## config.mk

```make
export PLATFORM = sky130hd
export DESIGN_NAME = memorySystem
export DESIGN_NICKNAME = d
export VERILOG_FILES = /design/src/logic/memorySystem.sv
export SDC_FILE = /design/constraint.sdc
export NUM_CORES = 2
export LEC_CHECK = 0
export ABC_AREA = 1
export BUFFER_PORTS_ARGS = -buffer_cell sky130_fd_sc_hd__buf_2
export CAP_MARGIN = 15
export CORE_ASPECT_RATIO = 2
export CORE_MARGIN = 2
export CORE_UTILIZATION = 55
export CTS_CLUSTER_DIAMETER = 200
export DETAILED_ROUTE_END_ITERATION = 6
export PLACE_DENSITY = 0.74
export SETUP_SLACK_MARGIN = 0.5
export SLEW_MARGIN = 0
export SYNTH_ARGS = -nofsm -noshare
export SYNTH_HDL_FRONTEND = slang
export SYNTH_SLANG_ARGS = --single-unit
```

## constraint.sdc

```tcl
create_clock -name clk -period 13.6 [get_ports clk]
set_input_delay 2.72 -clock clk [delete_from_list [all_inputs] [get_ports clk]]
set_output_delay 2.72 -clock clk [all_outputs]
set_load 0.02 [all_outputs]
```

## src/verif/program.hex

```
// One 32-bit instruction word per line, loaded from address 0
// Trailing comment gives the byte address and the instruction
123450B7  // 00 lui  x1, 0x12345
06400113  // 04 addi x2, x0, 100
FF900193  // 08 addi x3, x0, -7
00310233  // 0c add  x4, x2, x3
402202B3  // 10 sub  x5, x4, x2
00327333  // 14 and  x6, x4, x3
0020E3B3  // 18 or   x7, x1, x2
0021A433  // 1c slt  x8, x3, x2
003124B3  // 20 slt  x9, x2, x3
04000513  // 24 addi x10, x0, 0x40
00452023  // 28 sw   x4, 0(x10)
00052583  // 2c lw   x11, 0(x10)
00258633  // 30 add  x12, x11, x2
00000293  // 34 addi x5, x0, 0
00800313  // 38 addi x6, x0, 8
00128293  // 3c addi x5, x5, 1
FE629EE3  // 40 bne  x5, x6, -4
00A28693  // 44 addi x13, x5, 10
06000713  // 48 addi x14, x0, 0x60
00C007EF  // 4c jal  x15, +12
06F00813  // 50 addi x16, x0, 111 skipped
0DE00813  // 54 addi x16, x0, 222 skipped
00C70967  // 58 jalr x18, 12(x14)
14D00813  // 5c addi x16, x0, 333 skipped
1BC00813  // 60 addi x16, x0, 444 skipped
22B00813  // 64 addi x16, x0, 555 skipped
29A00813  // 68 addi x16, x0, 666 skipped
012789B3  // 6c add  x19, x15, x18
01352223  // 70 sw   x19, 4(x10) marker
00452A03  // 74 lw   x20, 4(x10)
0000006F  // 78 jal  x0, 0
00000013  // 7c nop
```

## src/logic/memorySystem.sv

```systemverilog
`timescale 1ns/1ps

module memorySystem (
    input  logic        clk,
    input  logic [31:0] instrAddr_i,
    output logic [31:0] instr_o,
    input  logic [31:0] dataAddr_i,
    input  logic [31:0] writeData_i,
    input  logic        memWrite_i,
    output logic [31:0] readData_o
);
    logic [31:0] rom [64];
    logic [31:0] ram [64];

    initial begin
        $readmemh("/design/src/verif/program.hex", rom);
    end

    assign instr_o = rom[instrAddr_i[7:2]];  // Word addressed

    always_ff @(posedge clk) begin
        if (memWrite_i) begin
            ram[dataAddr_i[7:2]] <= writeData_i;
        end
    end

    assign readData_o = ram[dataAddr_i[7:2]];

endmodule

```

---- Yosys cells after proc, flatten, opt, wreduce, memory -nomap -nowiden ----
Memories as Yosys holds them, arrays and structs flattened.
Cells that the tools add are included.
storage, ports and cells
  flip-flop bits (word level) ............. 0
  RAM bits ................................ 2,048
  word-level logic and storage cells ...... 3
  memories ................................ 1
memory list
  memory  words  width  rd ports  clocked after memory_dff  wr ports  line                text
  ram     64     32     1         0                         1         memorySystem.sv:13  logic [31:0] ram [64];
operators by class
  mux-type cells .......................... 2
operator list
  cell     number
  $mux W1  2

---- Depth between registers and ports, before layout ----
  depth in word-level cells ............... 2
  gate-level depth with buffers ........... 15
  gate-level depth less buffers ........... 11

---- Worst setup path after synthesis ----
Ideal clock, no wire load.
  path type ............................... input-to-reg
  start ................................... input dataAddr_i[2]
  end ..................................... memory ram[41][0] (enable)
  setup time .............................. 502 ps
  data arrival time ....................... 6,503 ps
  data required time ...................... 13,098 ps
  path slack .............................. 6,595 ps
  cell stages on the path ................. 6
  cells stage by stage .................... buf_4 -> inv_2 -> buf_6 -> buf_4 -> buf_2 -> nor4_1
RTL lines
  item             line                text
  start, declared  memorySystem.sv:7   input logic [31:0] dataAddr_i,
  end, declared    memorySystem.sv:13
No word-level cell before the write port.

---- Worst setup path in the final report ----
  start ................................... input dataAddr_i[2]
  end ..................................... output readData_o[10]
between the ends
  longest elaborated chain between the ends .. 1
ends and longest elaborated chain
  item             line                text
  $mem_v2 Z64 W32  n/a
  end, declared    memorySystem.sv:10  output logic [31:0] readData_o
Every way passes these cells.

==> results.sh <==
export IMPL_status="complete, no violations"
export IMPL_drive_gt1_frac=0.0607
export IMPL_synth_warnings=0
export IMPL_cts_sinks=2048
export IMPL_met3_usage=0.0319
export IMPL_ctsHoldBuffers=0
export IMPL_largest_reg_flops=2048
export IMPL_final_common_cell="nand2_1"
export IMPL_initial_utilization=0.553
export IMPL_grt_met2_usage=0.506
export IMPL_min_period_ps=9340
export IMPL_dp_hpwl_um=119000
export IMPL_arrival_ps=6620
export IMPL_path_buf_inv=4
export IMPL_max_clock_freq_ghz=0.107
export IMPL_place_congestion=0.826
export IMPL_post_drt_wl_per_cell_um=20.9
export IMPL_grt_use_total=0.274
export IMPL_setup_worst_path_end_class="output port"
export IMPL_grt_ovfl_total=0
export IMPL_grt_first_pass_wirelength_um=332000
export IMPL_required_ps=10880
export IMPL_finalHoldViolCount=0
export IMPL_slew_viol_final=0
export IMPL_p_per_area_nw_per_um2=133
export IMPL_seq_area_frac_synth=0.714
export IMPL_total_power_uw=12500
export IMPL_cts_tree="done"
export IMPL_die_h_um=564
export IMPL_ys_ff_latch=2048
export IMPL_cp_max_fo=230
export IMPL_maxCapViolations=0
export IMPL_cts_buffer_depth=4
export IMPL_core_rowCount=205
export IMPL_drc=0
export IMPL_synth_area_um2=86100
export IMPL_peakVddDrop_mv=0.164
export IMPL_p_leak_uw=0.0391
export IMPL_antenna_found_initial=11
export IMPL_worst_setup_path_type="input port to output port"
export IMPL_crit_start="dataAddr_i[2]"
export IMPL_viasPerCell=5.53
export IMPL_cts_max_level=4
export IMPL_grt_pass1_vias=58003
export IMPL_die_w_um=284
export IMPL_grt_max_degree=231
export IMPL_worstMarginPinSlew_ps=1210
export IMPL_nets=8475
export IMPL_ctsResizeCount=0
export IMPL_areaGrowthSynthToFinish_pct=9.05
export IMPL_post_cts_buffers=0
export IMPL_setup_tns_final_ps=0
export IMPL_worstHoldPathType="input port to flop"
export IMPL_use_met1=0.310
export IMPL_timing_hold_ws_ps=2310
export IMPL_cp_slowest_cell="buf_4"
export IMPL_vias=58449
export IMPL_cts_made_buffers=169
export IMPL_die_area_um2=160000
export IMPL_drt_iter0_markers=6254
export IMPL_crit_chain="buf_8 > buf_12 > buf_4 > nand2_1 > nand2_1 > nand2_1 > nand2_1 > nand2_1 > nand2_1 > nand2_1 > nand2_1 > nor2_1 > nand2_1 > buf_2"
export IMPL_fillerInstances=11919
export IMPL_max_stage_delay_ps=890
export IMPL_ios=162
export IMPL_rsz0062_at_grt="no"
export IMPL_ant_nets=0
export IMPL_crit_family="buffers and inverters"
export IMPL_slew_headroom=0.195
export IMPL_io_buffers=71
export IMPL_drtPass1Iterations=6
export IMPL_start_kind="input port"
export IMPL_synth_cells=8441
export IMPL_core_area_um2=156000
export IMPL_syn_area_per_cell_um2=10.2
export IMPL_worstHoldStart="writeData_i[16]"
export IMPL_mostFrequentLayoutCells="nand2_1 (5728), edfxtp_1 (2048), clkbuf_16 (173)"
export IMPL_setup_violations=0
export IMPL_clock_root_buffer="clkbuf_16"
export IMPL_fin_crit_sh=0.687
export IMPL_path_clk_slew_ps=60
export IMPL_synth_cell_types=21
export IMPL_drt_wl_total_um=221000
export IMPL_path_common_cell="nand2_1"
export IMPL_top_usage_layer="met2"
## through the flow
stage                     worst slack (ps)  area [um^2]   util  cells
after CTS                             4300        93600  0.602  10555
after global routing                  4040        93900  0.603  10570
after floorplan                       6600        86200      -   8472
after global placement                4340        88500  0.568  10264
after detailed placement              4350        88500  0.568  10264
final                                 4260        93900  0.603  10575
## synth_stat cells, drive strengths merged
cell	count	area, um^2
nand2	5728	21500
edfxtp	2048	61500
buf	318	1690
nor2	137	514
clkbuf	136	510
inv	30	113
nand3	13	65.1
nor3	8	75.1
o21ai	7	35.0
or2	6	37.5
o211ai	5	37.5
nand4	2	12.5
nor4	2	12.5
conb	1	3.75
## routing by layer
metal  vias to the layer above  part of all wire
li1                      26996                 -
met1                     28047              0.35
met2                      2717              0.52
met3                       681             0.072
met4                         8             0.052
met5                         -           0.00025
## final timing paths
path | to | slack [ps] | cells past startpoint
min | ram[59][16] | 2310 | 1
max | readData_o[10] | 4260 | 14
## area by class of cell
type	instances	area (um^2)	share of cell area
Inverter	30	135	0.00144
Timing Repair Buffer	188	1540	0.0164
Tap cell	2070	2590	0.0276
Multi-Input combinational cell	5940	22900	0.244
Sequential cell	2048	61500	0.655
Clock buffer	198	4420	0.0471
Antenna cell	8	20.0	0.000213
Clock inverter	93	754	0.00803
## logic make-up (layout without fill, tap and decap cells)
logic type	after synthesis	after routing	synth area share
other	1	40	0.0000436
DFF	2048	2048	0.714
AOI/OAI and AO/OA	12	12	0.000843
and+or+nand+nor	5896	5896	0.258
buffers and inverters	484	509	0.0269
## where the power goes
group | total, uW | internal (uW) | switching [uW]
clock network | 4720 | 2520 | 2190
logic | 814 | 184 | 630
registers | 6990 | 6980 | 10.1
total | 12500 | 9690 | 2830
No activity file was read; power rests on OpenSTA's default activity.
