<file path="config.mk">
export PLATFORM = sky130hd
export DESIGN_NAME = controlUnit
export DESIGN_NICKNAME = d
export VERILOG_FILES = /design/src/logic/riscvPkg.sv /design/src/logic/controlUnit.sv
export SDC_FILE = /design/constraint.sdc
export NUM_CORES = 1
export LEC_CHECK = 0
export BUFFER_PORTS_ARGS = -buffer_cell sky130_fd_sc_hd__buf_2
export CAP_MARGIN = 40
export CORE_MARGIN = 5
export CORE_UTILIZATION = 35
export DETAILED_ROUTE_END_ITERATION = 7
export GPL_TIMING_DRIVEN = 0
export PLACE_DENSITY = 0.83
export SLEW_MARGIN = 25
export SYNTH_ARGS = -nofsm -noshare
export SYNTH_HDL_FRONTEND = slang
export SYNTH_SLANG_ARGS = --single-unit
</file>
<file path="constraint.sdc">
create_clock -name vclk -period 1.85
set_clock_uncertainty 0.05 [all_clocks]
set_input_delay 0.185 -clock vclk [all_inputs]
set_output_delay 0.185 -clock vclk [all_outputs]
set_load 0.02 [all_outputs]
</file>
<file path="src/logic/riscvPkg.sv">
package riscvPkg;

    localparam logic [31:0] pcStart = 32'h0;
    localparam int PHT_INDEX_BITS = 16;  // Widest counter index the update bundle carries

    // Major opcodes of the supported subset
    typedef enum logic [6:0] {
        opLui    = 7'b0110111,
        opImm    = 7'b0010011,
        opReg    = 7'b0110011,
        opLoad   = 7'b0000011,
        opStore  = 7'b0100011,
        opBranch = 7'b1100011,
        opJal    = 7'b1101111,
        opJalr   = 7'b1100111
    } opcodeE;

    typedef enum logic [2:0] {
        aluAdd,
        aluSub,
        aluAnd,
        aluOr,
        aluSlt
    } aluOpE;

    typedef enum logic [2:0] {
        immI,
        immS,
        immB,
        immJ,
        immU
    } immSrcE;

    typedef enum logic [1:0] {
        fwdReg,  // Value read in decode
        fwdMem,
        fwdWb
    } forwardE;

    typedef enum logic [1:0] {
        resAlu,
        resMem,
        resPc4,
        resImm
    } resultSrcE;

    typedef struct packed {
        logic      regWrite;
        logic      memWrite;
        resultSrcE resultSrc;
        aluOpE     aluOp;
        logic      aluSrcImm;
        logic      branch;
        logic      bne;     // Branch on not equal
        logic      jump;    // jal or jalr
        logic      jalr;
    } ctrlT;

    typedef struct packed {
        logic        valid;
        logic [4:0]  rd;
        logic [31:0] data;
    } retireT;

    typedef struct packed {
        logic                      phtWe;
        logic                      taken;
        logic [PHT_INDEX_BITS-1:0] phtIndex;
        logic                      btbWe;
        logic [29:0]               btbIndex;  // Word address, low bits index and the rest tag
        logic [31:0]               btbTarget;
        logic                      ghrClear;  // Mispredict seen in execute
    } predUpdateT;

endpackage

</file>
<file path="src/logic/controlUnit.sv">
`timescale 1ns/1ps

module controlUnit import riscvPkg::*; (
    input  logic       clk,
    input  logic       reset,
    input  logic [6:0] op_i,
    input  logic [2:0] funct3_i,
    input  logic       funct7b5_i,
    input  logic [4:0] rs1D_i,
    input  logic [4:0] rs2D_i,
    input  logic [4:0] rs1E_i,
    input  logic [4:0] rs2E_i,
    input  logic [4:0] rdE_i,
    input  logic [4:0] rdM_i,
    input  logic [4:0] rdW_i,
    input  logic       regWriteM_i,
    input  logic       regWriteW_i,
    input  logic       loadE_i,
    input  logic       mispredict_i,
    output ctrlT       ctrlD_o,
    output immSrcE     immSrcD_o,
    output forwardE    forwardA_o,
    output forwardE    forwardB_o,
    output logic       stallF_o,
    output logic       stallD_o,
    output logic       flushD_o,
    output logic       flushE_o
);
    opcodeE opcode;
    aluOpE  aluOpD;
    logic   loadUse;

    assign opcode = opcodeE'(op_i);

    always_comb begin
        case (funct3_i)
            3'b000:  aluOpD = (opcode == opReg && funct7b5_i) ? aluSub : aluAdd;
            3'b010:  aluOpD = aluSlt;
            3'b110:  aluOpD = aluOr;
            3'b111:  aluOpD = aluAnd;
            default: aluOpD = aluAdd;
        endcase
    end

    // Main decoder
    always_comb begin
        ctrlD_o   = '0;
        immSrcD_o = immI;
        case (opcode)
            opLui: begin
                ctrlD_o.regWrite  = 1'b1;
                ctrlD_o.resultSrc = resImm;
                immSrcD_o         = immU;
            end
            opImm, opReg: begin
                ctrlD_o.regWrite  = 1'b1;
                ctrlD_o.aluOp     = aluOpD;
                ctrlD_o.aluSrcImm = (opcode == opImm);
            end
            opLoad: begin
                ctrlD_o.regWrite  = 1'b1;
                ctrlD_o.resultSrc = resMem;
                ctrlD_o.aluSrcImm = 1'b1;
            end
            opStore: begin
                ctrlD_o.memWrite  = 1'b1;
                ctrlD_o.aluSrcImm = 1'b1;
                immSrcD_o         = immS;
            end
            opBranch: begin
                ctrlD_o.branch = 1'b1;
                ctrlD_o.bne    = funct3_i[0];  // beq 000, bne 001
                ctrlD_o.aluOp  = aluSub;
                immSrcD_o      = immB;
            end
            opJal: begin
                ctrlD_o.regWrite  = 1'b1;
                ctrlD_o.resultSrc = resPc4;
                ctrlD_o.jump      = 1'b1;
                immSrcD_o         = immJ;
            end
            opJalr: begin
                ctrlD_o.regWrite  = 1'b1;
                ctrlD_o.resultSrc = resPc4;
                ctrlD_o.jump      = 1'b1;
                ctrlD_o.jalr      = 1'b1;
                ctrlD_o.aluSrcImm = 1'b1;  // Target is rs1 + imm
            end
            default: ctrlD_o = '0;
        endcase
    end

    // Memory stage wins over writeback
    function automatic forwardE selectForward(input logic [4:0] rs);
        if (rs != 5'd0 && regWriteM_i && rs == rdM_i) begin
            return fwdMem;
        end else if (rs != 5'd0 && regWriteW_i && rs == rdW_i) begin
            return fwdWb;
        end
        return fwdReg;
    endfunction

    always_comb begin
        forwardA_o = selectForward(rs1E_i);
        forwardB_o = selectForward(rs2E_i);
    end

    assign loadUse  = loadE_i && rdE_i != 5'd0 && (rdE_i == rs1D_i || rdE_i == rs2D_i);
    assign stallF_o = loadUse;
    assign stallD_o = loadUse;
    assign flushD_o = mispredict_i;
    assign flushE_o = loadUse || mispredict_i;  // Bubble into execute

    // A load in execute is never also the mispredicted branch
    assert property (@(posedge clk) disable iff (reset) !(stallD_o && mispredict_i))
        else $error("decode stall and mispredict flush in the same cycle");

endmodule

</file>
# After elaboration in Yosys (flattened, before gate mapping)

Index checks and enable logic that the tools add are counted.

Output and inout bits: 23
Register bits: 0
Input bits: 52

Eq/ne operators: 17
Reductions and logical operators: 21
Mux-type cells: 21

Operators with widths:

| kind                                                             | number |
|---|---|
| 5-bit == test                                                    | 6 |
| 3-bit case mux with 4 select lines                               | 2 |
| 7-bit by 6-bit == test with 1-bit output (second input constant) | 3 |
| 7-bit == test (second input constant)                            | 3 |
| 5-bit nonzero test                                               | 3 |
| 2-bit two-way mux                                                | 7 |
| 1-bit logical AND                                                | 11 |
| 1-bit two-way mux                                                | 9 |
| 7-bit by 2-bit == test with 1-bit output (second input constant) | 1 |
| 7-bit by 5-bit == test with 1-bit output (second input constant) | 1 |
| 3-bit == test (second input constant)                            | 2 |
| 2-bit case mux with 3 select lines                               | 1 |
| 3-bit case mux with 2 select lines                               | 1 |
| 6-bit OR reduction                                               | 1 |
| 2-bit OR reduction                                               | 2 |
| 3-bit by 2-bit == test with 1-bit output (second input constant) | 1 |
| 3-bit zero test                                                  | 1 |
| 3-bit OR reduction                                               | 1 |
| 1-bit logical OR                                                 | 2 |
| 1-bit case mux with 2 select lines                               | 1 |

# Depth between registers and ports, before layout

Gate-level depths: netlist of the first run.

Depth after elaboration: 6
Depth in mapped cells: 6
Depth with buffers taken out: 5

# Worst setup path after synthesis of the first run

Ideal clock, no wire load.

Path kind: input to output
Start: input port rs1E_i[1]
End: output port forwardA_o[1]
Cell stages on the path: 4
Arrival: 1.692 ns
Data required time: 1.615 ns
Path slack: -0.077 ns
Buffers on the path: 0
Cell sequence: or4_1 -> nor2_1 -> nor4_1 -> nor4_1

Word-level cells in the longest chain between the ends: 6
Elaborated cells on any way between the ends: 11

RTL lines:

| what                           | RTL line                             | source |
|---|---|---|
| start: declaration             | controlUnit.sv:11                    | `input logic [4:0] rs1E_i,` |
| 5-bit nonzero test             | controlUnit.sv:95, controlUnit.sv:97 |  |
| 1-bit logical AND (2 in a row) | controlUnit.sv:97                    | `end else if (rs != 5'd0 && regWriteW_i && rs == rdW_i) begin` |
| 1-bit two-way mux              | controlUnit.sv:97                    |  |
| 1-bit two-way mux              | controlUnit.sv:95                    | `if (rs != 5'd0 && regWriteM_i && rs == rdM_i) begin` |
| 2-bit two-way mux (*)          | controlUnit.sv:100                   | `return fwdReg;` |
| end: declaration               | controlUnit.sv:22                    | `output forwardE forwardA_o,` |

Mark *: on every way between the ends. The rest lies on a longest branch, timed or not.

==> results.ini, run 1 <==
[outcome]
status = finished, final reports clean

[clock_tree]
cts_hold_buf = 0

[pwr]
combinationalPowerShare_pct = 100.0
p_switching_uw = 104
irDropWorstVdd_mv = 0.120
leakage_nw = 0.560
sw_frac_of_total_pct = 49.9
intPower_uw = 104
clkPwrFrac_pct = 0
seqPwrFrac_pct = 0
power_density_nw_per_um2 = 192

[cells_and_area]
fin_nets = 220
layout-drive-gt1-share_pct = 52.4
n_fill_cell = 165
design.seq.count = 0
ff_latch_area_sq_um = 0
diodes = 0
area_growth_pct = 74.6
num-clock-buffers = 0

[synthesis]
yosysUniqueCellTypes = 29
synth_top_area_share_pct = 22.6
synthesis.nets = 144
synth_area_leader_cell = xnor2_1
synth.avg_cell_area_sq_um = 6.75
synth_most_common_cell = xnor2_1
synthCells = 92
synth_common_cells = xnor2_1 (16), xor2_1 (14), nor2_1 (11)
ys.warnings.count = 0
yosysSeqAreaShare_pct = 0
synthTopCellsByArea = xnor2_1 (23%), xor2_1 (20%), nor2_1 (6.7%)
synth_area_sq_um = 621

[die]
io_pins = 75
die-width_um = 52.1
dieArea_sq_um = 2720
core_area_sq_um = 1710
rows = 15
fp.dieH_um = 52.1
start_util_pct = 36.3

[flow_run]
max_cap_violations = 0

[worst_setup_path]
critPathRequiredTime_ns = 1.62
path_buf_inv = 2
max_stage_delay_ns = 0.42
crit_path_frequent_cell = buf_4
cp.arrival_ns = 1.56
crit_slowest_cell = or3b_4
critPathKind = in2out
crit_family = simple AND/OR/NAND/NOR gates
start_kind = primary input
crit_fanout = 6
end_kind = output port
crit_chain = buf_4, or3_4, or3b_4, nor4b_4, buf_4

[timing]
setup_viol = 0
rsz0062_at_grt = false
tightest_slew_ns = 0.387
final.min_clock_period_ns = 1.79
fin_tns_setup_ns = 0
timing.hold.ws_ns = 0.627
slew_violations = 0
fmax_mhz = 558
finalHoldViolCount = 0
relSlewSlack_pct = 74.0
fin_crit_sh_pct = 96.9

[global_routing]
first_global_vias = 923
antenna_found_initial = 0
grt.total_usage_pct = 15.9
grt_max_degree = 11
grt_pass1_wl_mm = 3.55
grt_overflow_total = 0

[route]
drtAntennaViolNets = 0
vias = 952
remaining_drc_errors = 0
wl_mm = 2.38
drt_iter0_drc = 14
via_per_inst = 4.98
first_pass_iters = 4
wire_per_inst_um = 12.5

[placement]
gp_congestion = 0.796
place_hpwl_mm = 2.09
port_buffers = 72

[worst_hold_path]
min_to = ctrlD_o[0]
whs_path_depth = 3
hp-start = op_i[3]
hold_class = in2out

==> worst max path at each step <==
stage | cells after the start | endpoint | start
floorplan | 4 | ctrlD_o[5] | op_i[0]
global placement | 5 | ctrlD_o[7] | op_i[6]
detailed placement | 5 | ctrlD_o[7] | op_i[6]
CTS | 5 | ctrlD_o[7] | op_i[6]
global route | 6 | forwardB_o[1] | rs2E_i[1]
finish | 5 | ctrlD_o[7] | op_i[3]
==> worst min-delay path: cells and delay by family <==
family        cells  cell delay, ns
buf+inv           2            0.26
simple gates      1            0.05
==> routing by layer <==
metal / global-route usage, % / share of wire [%]
met1: 16.3 / 34
met2: 33.7 / 55
met3: 1.72 / 10
met4: 2.18 / 1.0
met5: 0 / 0
==> power groups by stage <==
stage	Clock, mW	Sequential [mW]	Combinational (mW)
after floorplan	0	0	0.0974
after global placement	0	0	0.190
after detailed placement	0	0	0.196
after CTS	0	0	0.197
after global routing	0	0	0.228
final	0	0	0.208
==> through the flow <==
step	area (sq um)	power [mW]	std cells	util (%)	worst slack [ns]
3_5_place_dp	1020	0.196	189	60.0	0.00358
3_3_place_gp	1020	0.190	189	60.0	0.0233
5_1_grt	1080	0.228	191	63.4	0.00277
4_1_cts	1020	0.197	189	60.0	0.00189
6_report	1080	0.208	191	63.4	0.0579
2_1_floorplan	633	0.0974	92	-	0.00563
==> logic make-up (layout without fill, tap and decap cells) <==
group                  count (synthesis)  in the layout  share of synthesized area [%]
AND/OR/NAND/NOR                       46             46                           41.5
XOR/XNOR                              30             30                           42.3
AO/OA/AOI/OAI                         11             11                           11.7
buffers and inverters                  5             79                           4.43
==> layout make-up <==
class                      count  area, sq um  area share [%]
buffer                         3         20.0            1.85
inverter                       2         7.51           0.693
multi-input combinational     87          629            58.1
tap                           25         31.3            2.89
timing repair buffer          74          395            36.5
==> cells in the final DEF (no fill, tap or decap), drive strengths merged <==
| master | count |
|---|---|
| or3 | 3 |
| nor2 | 11 |
| nor4 | 4 |
| a22oi | 1 |
| inv | 2 |
| or2 | 1 |
| nand2 | 8 |
| buf | 77 |
| or3b | 1 |
| nor4b | 1 |
| a211oi | 1 |
| o31ai | 1 |
| nand4b | 1 |
| nand2b | 1 |
| xnor2 | 16 |
| or4 | 3 |
| nand3 | 3 |
| a21boi | 2 |
| nand4 | 4 |
| xor2 | 14 |
| and2 | 1 |
| nor3 | 4 |
| a21oi | 1 |
| o21bai | 1 |
| o21ai | 3 |
| o21a | 1 |
==> repair_timing <==
action / 4_1_cts / 5_1_grt
endpoints found under the setup margin: 0 / 3
setup buffers: 0 / 2
resized for setup: 0 / 10
(Power assumes the default switching activity.)
==> inputs of run 2 (changes only) <==
Settings changed: CAP_MARGIN 40 to 20, CORE_MARGIN 5 to 2.
Clock period 1.85 ns to 2.28 ns, I/O delays scaled along.
==> run 2 against run 1 <==
Against the previous run: setup slack improved by 0.27 ns; worst hold slack better by 0.080 ns; count of clock-buffer cells in the layout did not move; core utilization shrank 4.1 points; sequential share of layout area unchanged; die area shrank 22%; combinational power shrank 24%; power fell by 24%; critical path depth stayed put.
==> results.ini, run 2 (synthesized netlist as in run 1, its figures left out) <==
[outcome]
status = finished, final reports clean  ; unchanged

[route]
first_pass_iters = 4  ; unchanged
wire_per_inst_um = 11.3  ; was 12.5 um
remaining_drc_errors = 0  ; unchanged
via_per_inst = 5.20  ; was 4.98
drtAntennaViolNets = 0  ; unchanged
wl_mm = 2.05  ; was 2.38 mm
drt_iter0_drc = 10  ; was 14
vias = 941  ; was 952

[timing]
final.min_clock_period_ns = 1.95
tightest_slew_ns = 0.337  ; was 0.387 ns
rsz0062_at_grt = false  ; unchanged
slew_violations = 0  ; unchanged
timing.hold.ws_ns = 0.706  ; was 0.627 ns
relSlewSlack_pct = 77.4  ; was 74.0%
fin_tns_setup_ns = 0  ; unchanged
fmax_mhz = 512
setup_viol = 0  ; unchanged
fin_crit_sh_pct = 85.6
finalHoldViolCount = 0  ; unchanged

[pwr]
irDropWorstVdd_mv = 0.0858  ; was 0.120 mV
leakage_nw = 0.533  ; was 0.560 nW
power_density_nw_per_um2 = 157  ; was 192 nW/um^2
p_total_uw = 158  ; was 208 uW

[cells_and_area]
num-clock-buffers = 0  ; unchanged
ff_latch_area_sq_um = 0  ; unchanged
final_cell_mix = buf_2 (73), xnor2_1 (16), xor2_1 (14)  ; was buf_2 (68), xnor2_1 (16), xor2_1 (14)
n_fill_cell = 167  ; was 165
fin_nets = 218  ; was 220
utilization_pct = 59.3  ; was 63.4%
layout-drive-gt1-share_pct = 48.8  ; was 52.4%
fin_cells = 181  ; was 191
diodes = 0  ; unchanged
final_common_cell = buf_2  ; unchanged
area_growth_pct = 61.5  ; was 74.6%
design.seq.count = 0  ; unchanged

[worst_setup_path]
crit_fanout = 6  ; unchanged
end_kind = output port  ; unchanged
start_kind = primary input  ; unchanged
critPathKind = in2out  ; unchanged
critPathRequiredTime_ns = 2.00  ; was 1.62 ns
cp.arrival_ns = 1.67  ; was 1.56 ns

[die]
core_area_sq_um = 1690  ; was 1710 sq um
rows = 15  ; unchanged
dieArea_sq_um = 2130  ; was 2720 sq um
die-width_um = 46.1  ; was 52.1 um
io_pins = 75  ; unchanged
fp.dieH_um = 46.1  ; was 52.1 um
start_util_pct = 36.7  ; was 36.3%

[clock_tree]
cts.repair.resized = 0  ; unchanged
post_cts_buffers = 0  ; unchanged
cts_hold_buf = 0  ; unchanged

[global_routing]
first_global_vias = 759  ; was 923
grt.total_usage_pct = 17.4  ; was 15.9%
antenna_found_initial = 0  ; unchanged
grt_overflow_total = 0  ; unchanged
grt_max_degree = 11  ; unchanged
grt_pass1_wl_mm = 2.86  ; was 3.55 mm

[placement]
port_buffers = 72  ; unchanged
place_hpwl_mm = 1.85  ; was 2.09 mm
gp_congestion = 0.772  ; was 0.796
dp_cells = 181  ; was 189

[worst_hold_path]
hold_class = in2out  ; unchanged

[flow_run]
max_cap_violations = 0  ; unchanged

==> run 2: cell types whose count changed in the layout (fill, tap and decap cells not counted), sizes merged <==
cell,delta
buf,-2
==> run 2: layout make-up <==
| class | instances | area, sq um | area share, % |
|---|---|---|---|
| Inverter | 2 | 7.51 | 0.749 |
| Timing Repair Buffer | 72 | 360 | 36.0 |
| Multi-Input combinational cell | 87 | 593 | 59.2 |
| Tap cell | 17 | 21.3 | 2.12 |
| Buffer | 3 | 20.0 | 2.00 |
==> run 2: stage by stage <==
step	worst slack, ns	instance area (sq um)
floorplan	0.267	621
global placement	0.369	1000
detailed placement	0.330	1000
CTS	0.330	1000
global route	0.280	1000
finish	0.328	1000
==> run 2: power by group <==
group / internal [mW] / switching (mW)
clock: 0 / 0
sequential: 0 / 0
combinational: 0.0786 / 0.0792
total: 0.0786 / 0.0792
==> run 2: worst paths after layout <==
check,depth (start not counted),startpoint,endpoint
max,5,op_i[6],ctrlD_o[7]
min,3,funct3_i[0],ctrlD_o[7]
==> run 2: worst max-delay path, cell delays in order <==
cell and delay, ns:
buf_2 0.13, or3_4 0.42, or3b_4 0.43, nor4b_2 0.26, buf_2 0.20
==> run 2: routing by layer <==
| metal | track usage (%) | up-vias | routed length [um] | share of wire, % |
|---|---|---|---|---|
| met1 | 19.8 | 427 | 836 | 41 |
| met5 | 0 | - | 0 | 0 |
| met3 | 0 | 0 | 130 | 6.3 |
| met4 | 0 | 0 | 0 | 0 |
| met2 | 36.9 | 42 | 1090 | 53 |
| li1 | - | 472 | - | - |
==> inputs of run 3 (changes only) <==
Settings changed: CORE_UTILIZATION 35 to 38, PLACE_DENSITY 0.83 to 0.89.
==> run 3 against run 2 <==
Against the previous run: die area shrank 7.2%; count of clock-buffer cells in the layout unchanged; critical path depth stayed put; largest cell class unchanged.
==> results.ini, run 3 (synthesized netlist as in run 1, its figures left out) <==
[outcome]
status = finished, final reports clean  ; unchanged

[clock_tree]
cts.repair.resized = 0  ; unchanged
cts_hold_buf = 0  ; unchanged
post_cts_buffers = 0  ; unchanged

[die]
fp.dieH_um = 44.4  ; was 46.1 um
io_pins = 75  ; unchanged
start_util_pct = 40.7  ; was 36.7%
rows = 14  ; was 15
dieArea_sq_um = 1970  ; was 2130 sq um
die-width_um = 44.4  ; was 46.1 um
core_area_sq_um = 1520  ; was 1690 sq um

[global_routing]
first_global_vias = 805  ; was 759
grt.total_usage_pct = 19.1  ; was 17.4%
grt_max_degree = 11  ; unchanged
grt_overflow_total = 0  ; unchanged
antenna_found_initial = 0  ; unchanged
grt_pass1_wl_mm = 2.99  ; was 2.86 mm

[timing]
fin_crit_sh_pct = 84.2  ; was 85.6%
fmax_mhz = 521  ; was 512 MHz
relSlewSlack_pct = 73.8  ; was 77.4%
fin_tns_setup_ns = 0  ; unchanged
finalHoldViolCount = 0  ; unchanged
tightest_slew_ns = 0.389  ; was 0.337 ns
setup_viol = 0  ; unchanged
layout_setup_ws_ns = 0.360  ; was 0.328 ns
final.min_clock_period_ns = 1.92  ; was 1.95 ns
rsz0062_at_grt = false  ; unchanged
timing.hold.ws_ns = 0.704  ; was 0.706 ns
slew_violations = 0  ; unchanged

[cells_and_area]
layout-drive-gt1-share_pct = 48.8  ; unchanged
num-clock-buffers = 0  ; unchanged
fin_nets = 218  ; unchanged
n_fill_cell = 135  ; was 167
diodes = 0  ; unchanged
final_area_sq_um = 1000  ; about the same
ff_latch_area_sq_um = 0  ; unchanged
multi_input_area_sq_um = 593  ; unchanged
area_growth_pct = 61.3  ; was 61.5%
final_common_cell = buf_2  ; unchanged
design.seq.count = 0  ; unchanged
final_cell_mix = buf_2 (73), xnor2_1 (16), xor2_1 (14)  ; unchanged

[pwr]
seqPwrFrac_pct = 0  ; about the same
clkPwrFrac_pct = 0  ; about the same
power_density_nw_per_um2 = 158  ; was 157 nW/um^2
sw_frac_of_total_pct = 50.2  ; about the same
leakage_nw = 0.533  ; unchanged
p_switching_uw = 79.3  ; was 79.2 uW
combinationalPowerShare_pct = 100.0  ; about the same
intPower_uw = 78.6  ; about the same
irDropWorstVdd_mv = 0.0886  ; was 0.0858 mV
p_total_uw = 158  ; about the same

[placement]
dp_slack_ns = 0.360  ; was 0.330 ns
place_hpwl_mm = 1.83  ; was 1.85 mm
gp_congestion = 0.806  ; was 0.772
port_buffers = 72  ; unchanged
placed_area_sq_um = 1000  ; about the same

[worst_setup_path]
critPathKind = in2out  ; unchanged
start_kind = primary input  ; unchanged
cp.arrival_ns = 1.64  ; was 1.67 ns
path_buf_inv = 2  ; unchanged
crit_path_frequent_cell = buf_2  ; unchanged
max_stage_delay_ns = 0.43  ; about the same
critPathRequiredTime_ns = 2.00  ; about the same
crit_chain = buf_2, or3_4, or3b_4, nor4b_2, buf_2  ; unchanged
crit_slowest_cell = or3b_4  ; unchanged
end_kind = output port  ; unchanged
crit_family = simple AND/OR/NAND/NOR gates  ; unchanged
crit_fanout = 6  ; unchanged

[worst_hold_path]
hold_class = in2out  ; unchanged

[route]
remaining_drc_errors = 0  ; unchanged
vias = 942  ; was 941
wire_per_inst_um = 11.0  ; was 11.3 um
wl_mm = 1.98  ; was 2.05 mm
via_per_inst = 5.23  ; was 5.20
drtAntennaViolNets = 0  ; unchanged
drt_iter0_drc = 4  ; was 10
first_pass_iters = 4  ; unchanged

[flow_run]
max_cap_violations = 0  ; unchanged

## run 3: area by class of cell
type | count | area share (%)
Multi-Input combinational cell | 87 | 59.3
Timing Repair Buffer | 72 | 36.0
Buffer | 3 | 2.00
Tap cell | 16 | 2.00
Inverter | 2 | 0.750
## run 3: per-layer routing
layer | share of wire, % | global-route usage [%] | vias up
met5 | 0 | 0 | -
met4 | 2.3 | 4.85 | 0
met3 | 11 | 0.408 | 4
met2 | 52 | 40.9 | 62
met1 | 35 | 19.5 | 405
li1 | - | - | 471
## run 3: worst paths after layout
| path | start | endpoint | slack, ns | depth (start not counted) |
|---|---|---|---|---|
| max | op_i[6] | ctrlD_o[7] | 0.36 | 5 |
| min | funct3_i[0] | ctrlD_o[7] | 0.70 | 3 |
## run 3: tightest hold or removal path, stage by stage
cell and delay, ns:
buf_2 0.11, nor4b_2 0.04, buf_2 0.15
## run 3: metrics by stage
| step | std cells | utilization, % |
|---|---|---|
| 4_1_cts | 180 | 65.7 |
| 3_5_place_dp | 180 | 65.7 |
| 2_1_floorplan | 92 | - |
| 5_1_grt | 180 | 65.7 |
| 6_report | 180 | 65.7 |
| 3_3_place_gp | 180 | 65.7 |
## run 3: power groups by stage
stage,logic [mW],clock network [mW],registers (mW)
after floorplan,0.0779,0,0
after global placement,0.153,0,0
after detailed placement,0.158,0,0
after CTS,0.159,0,0
after global routing,0.173,0,0
final,0.158,0,0
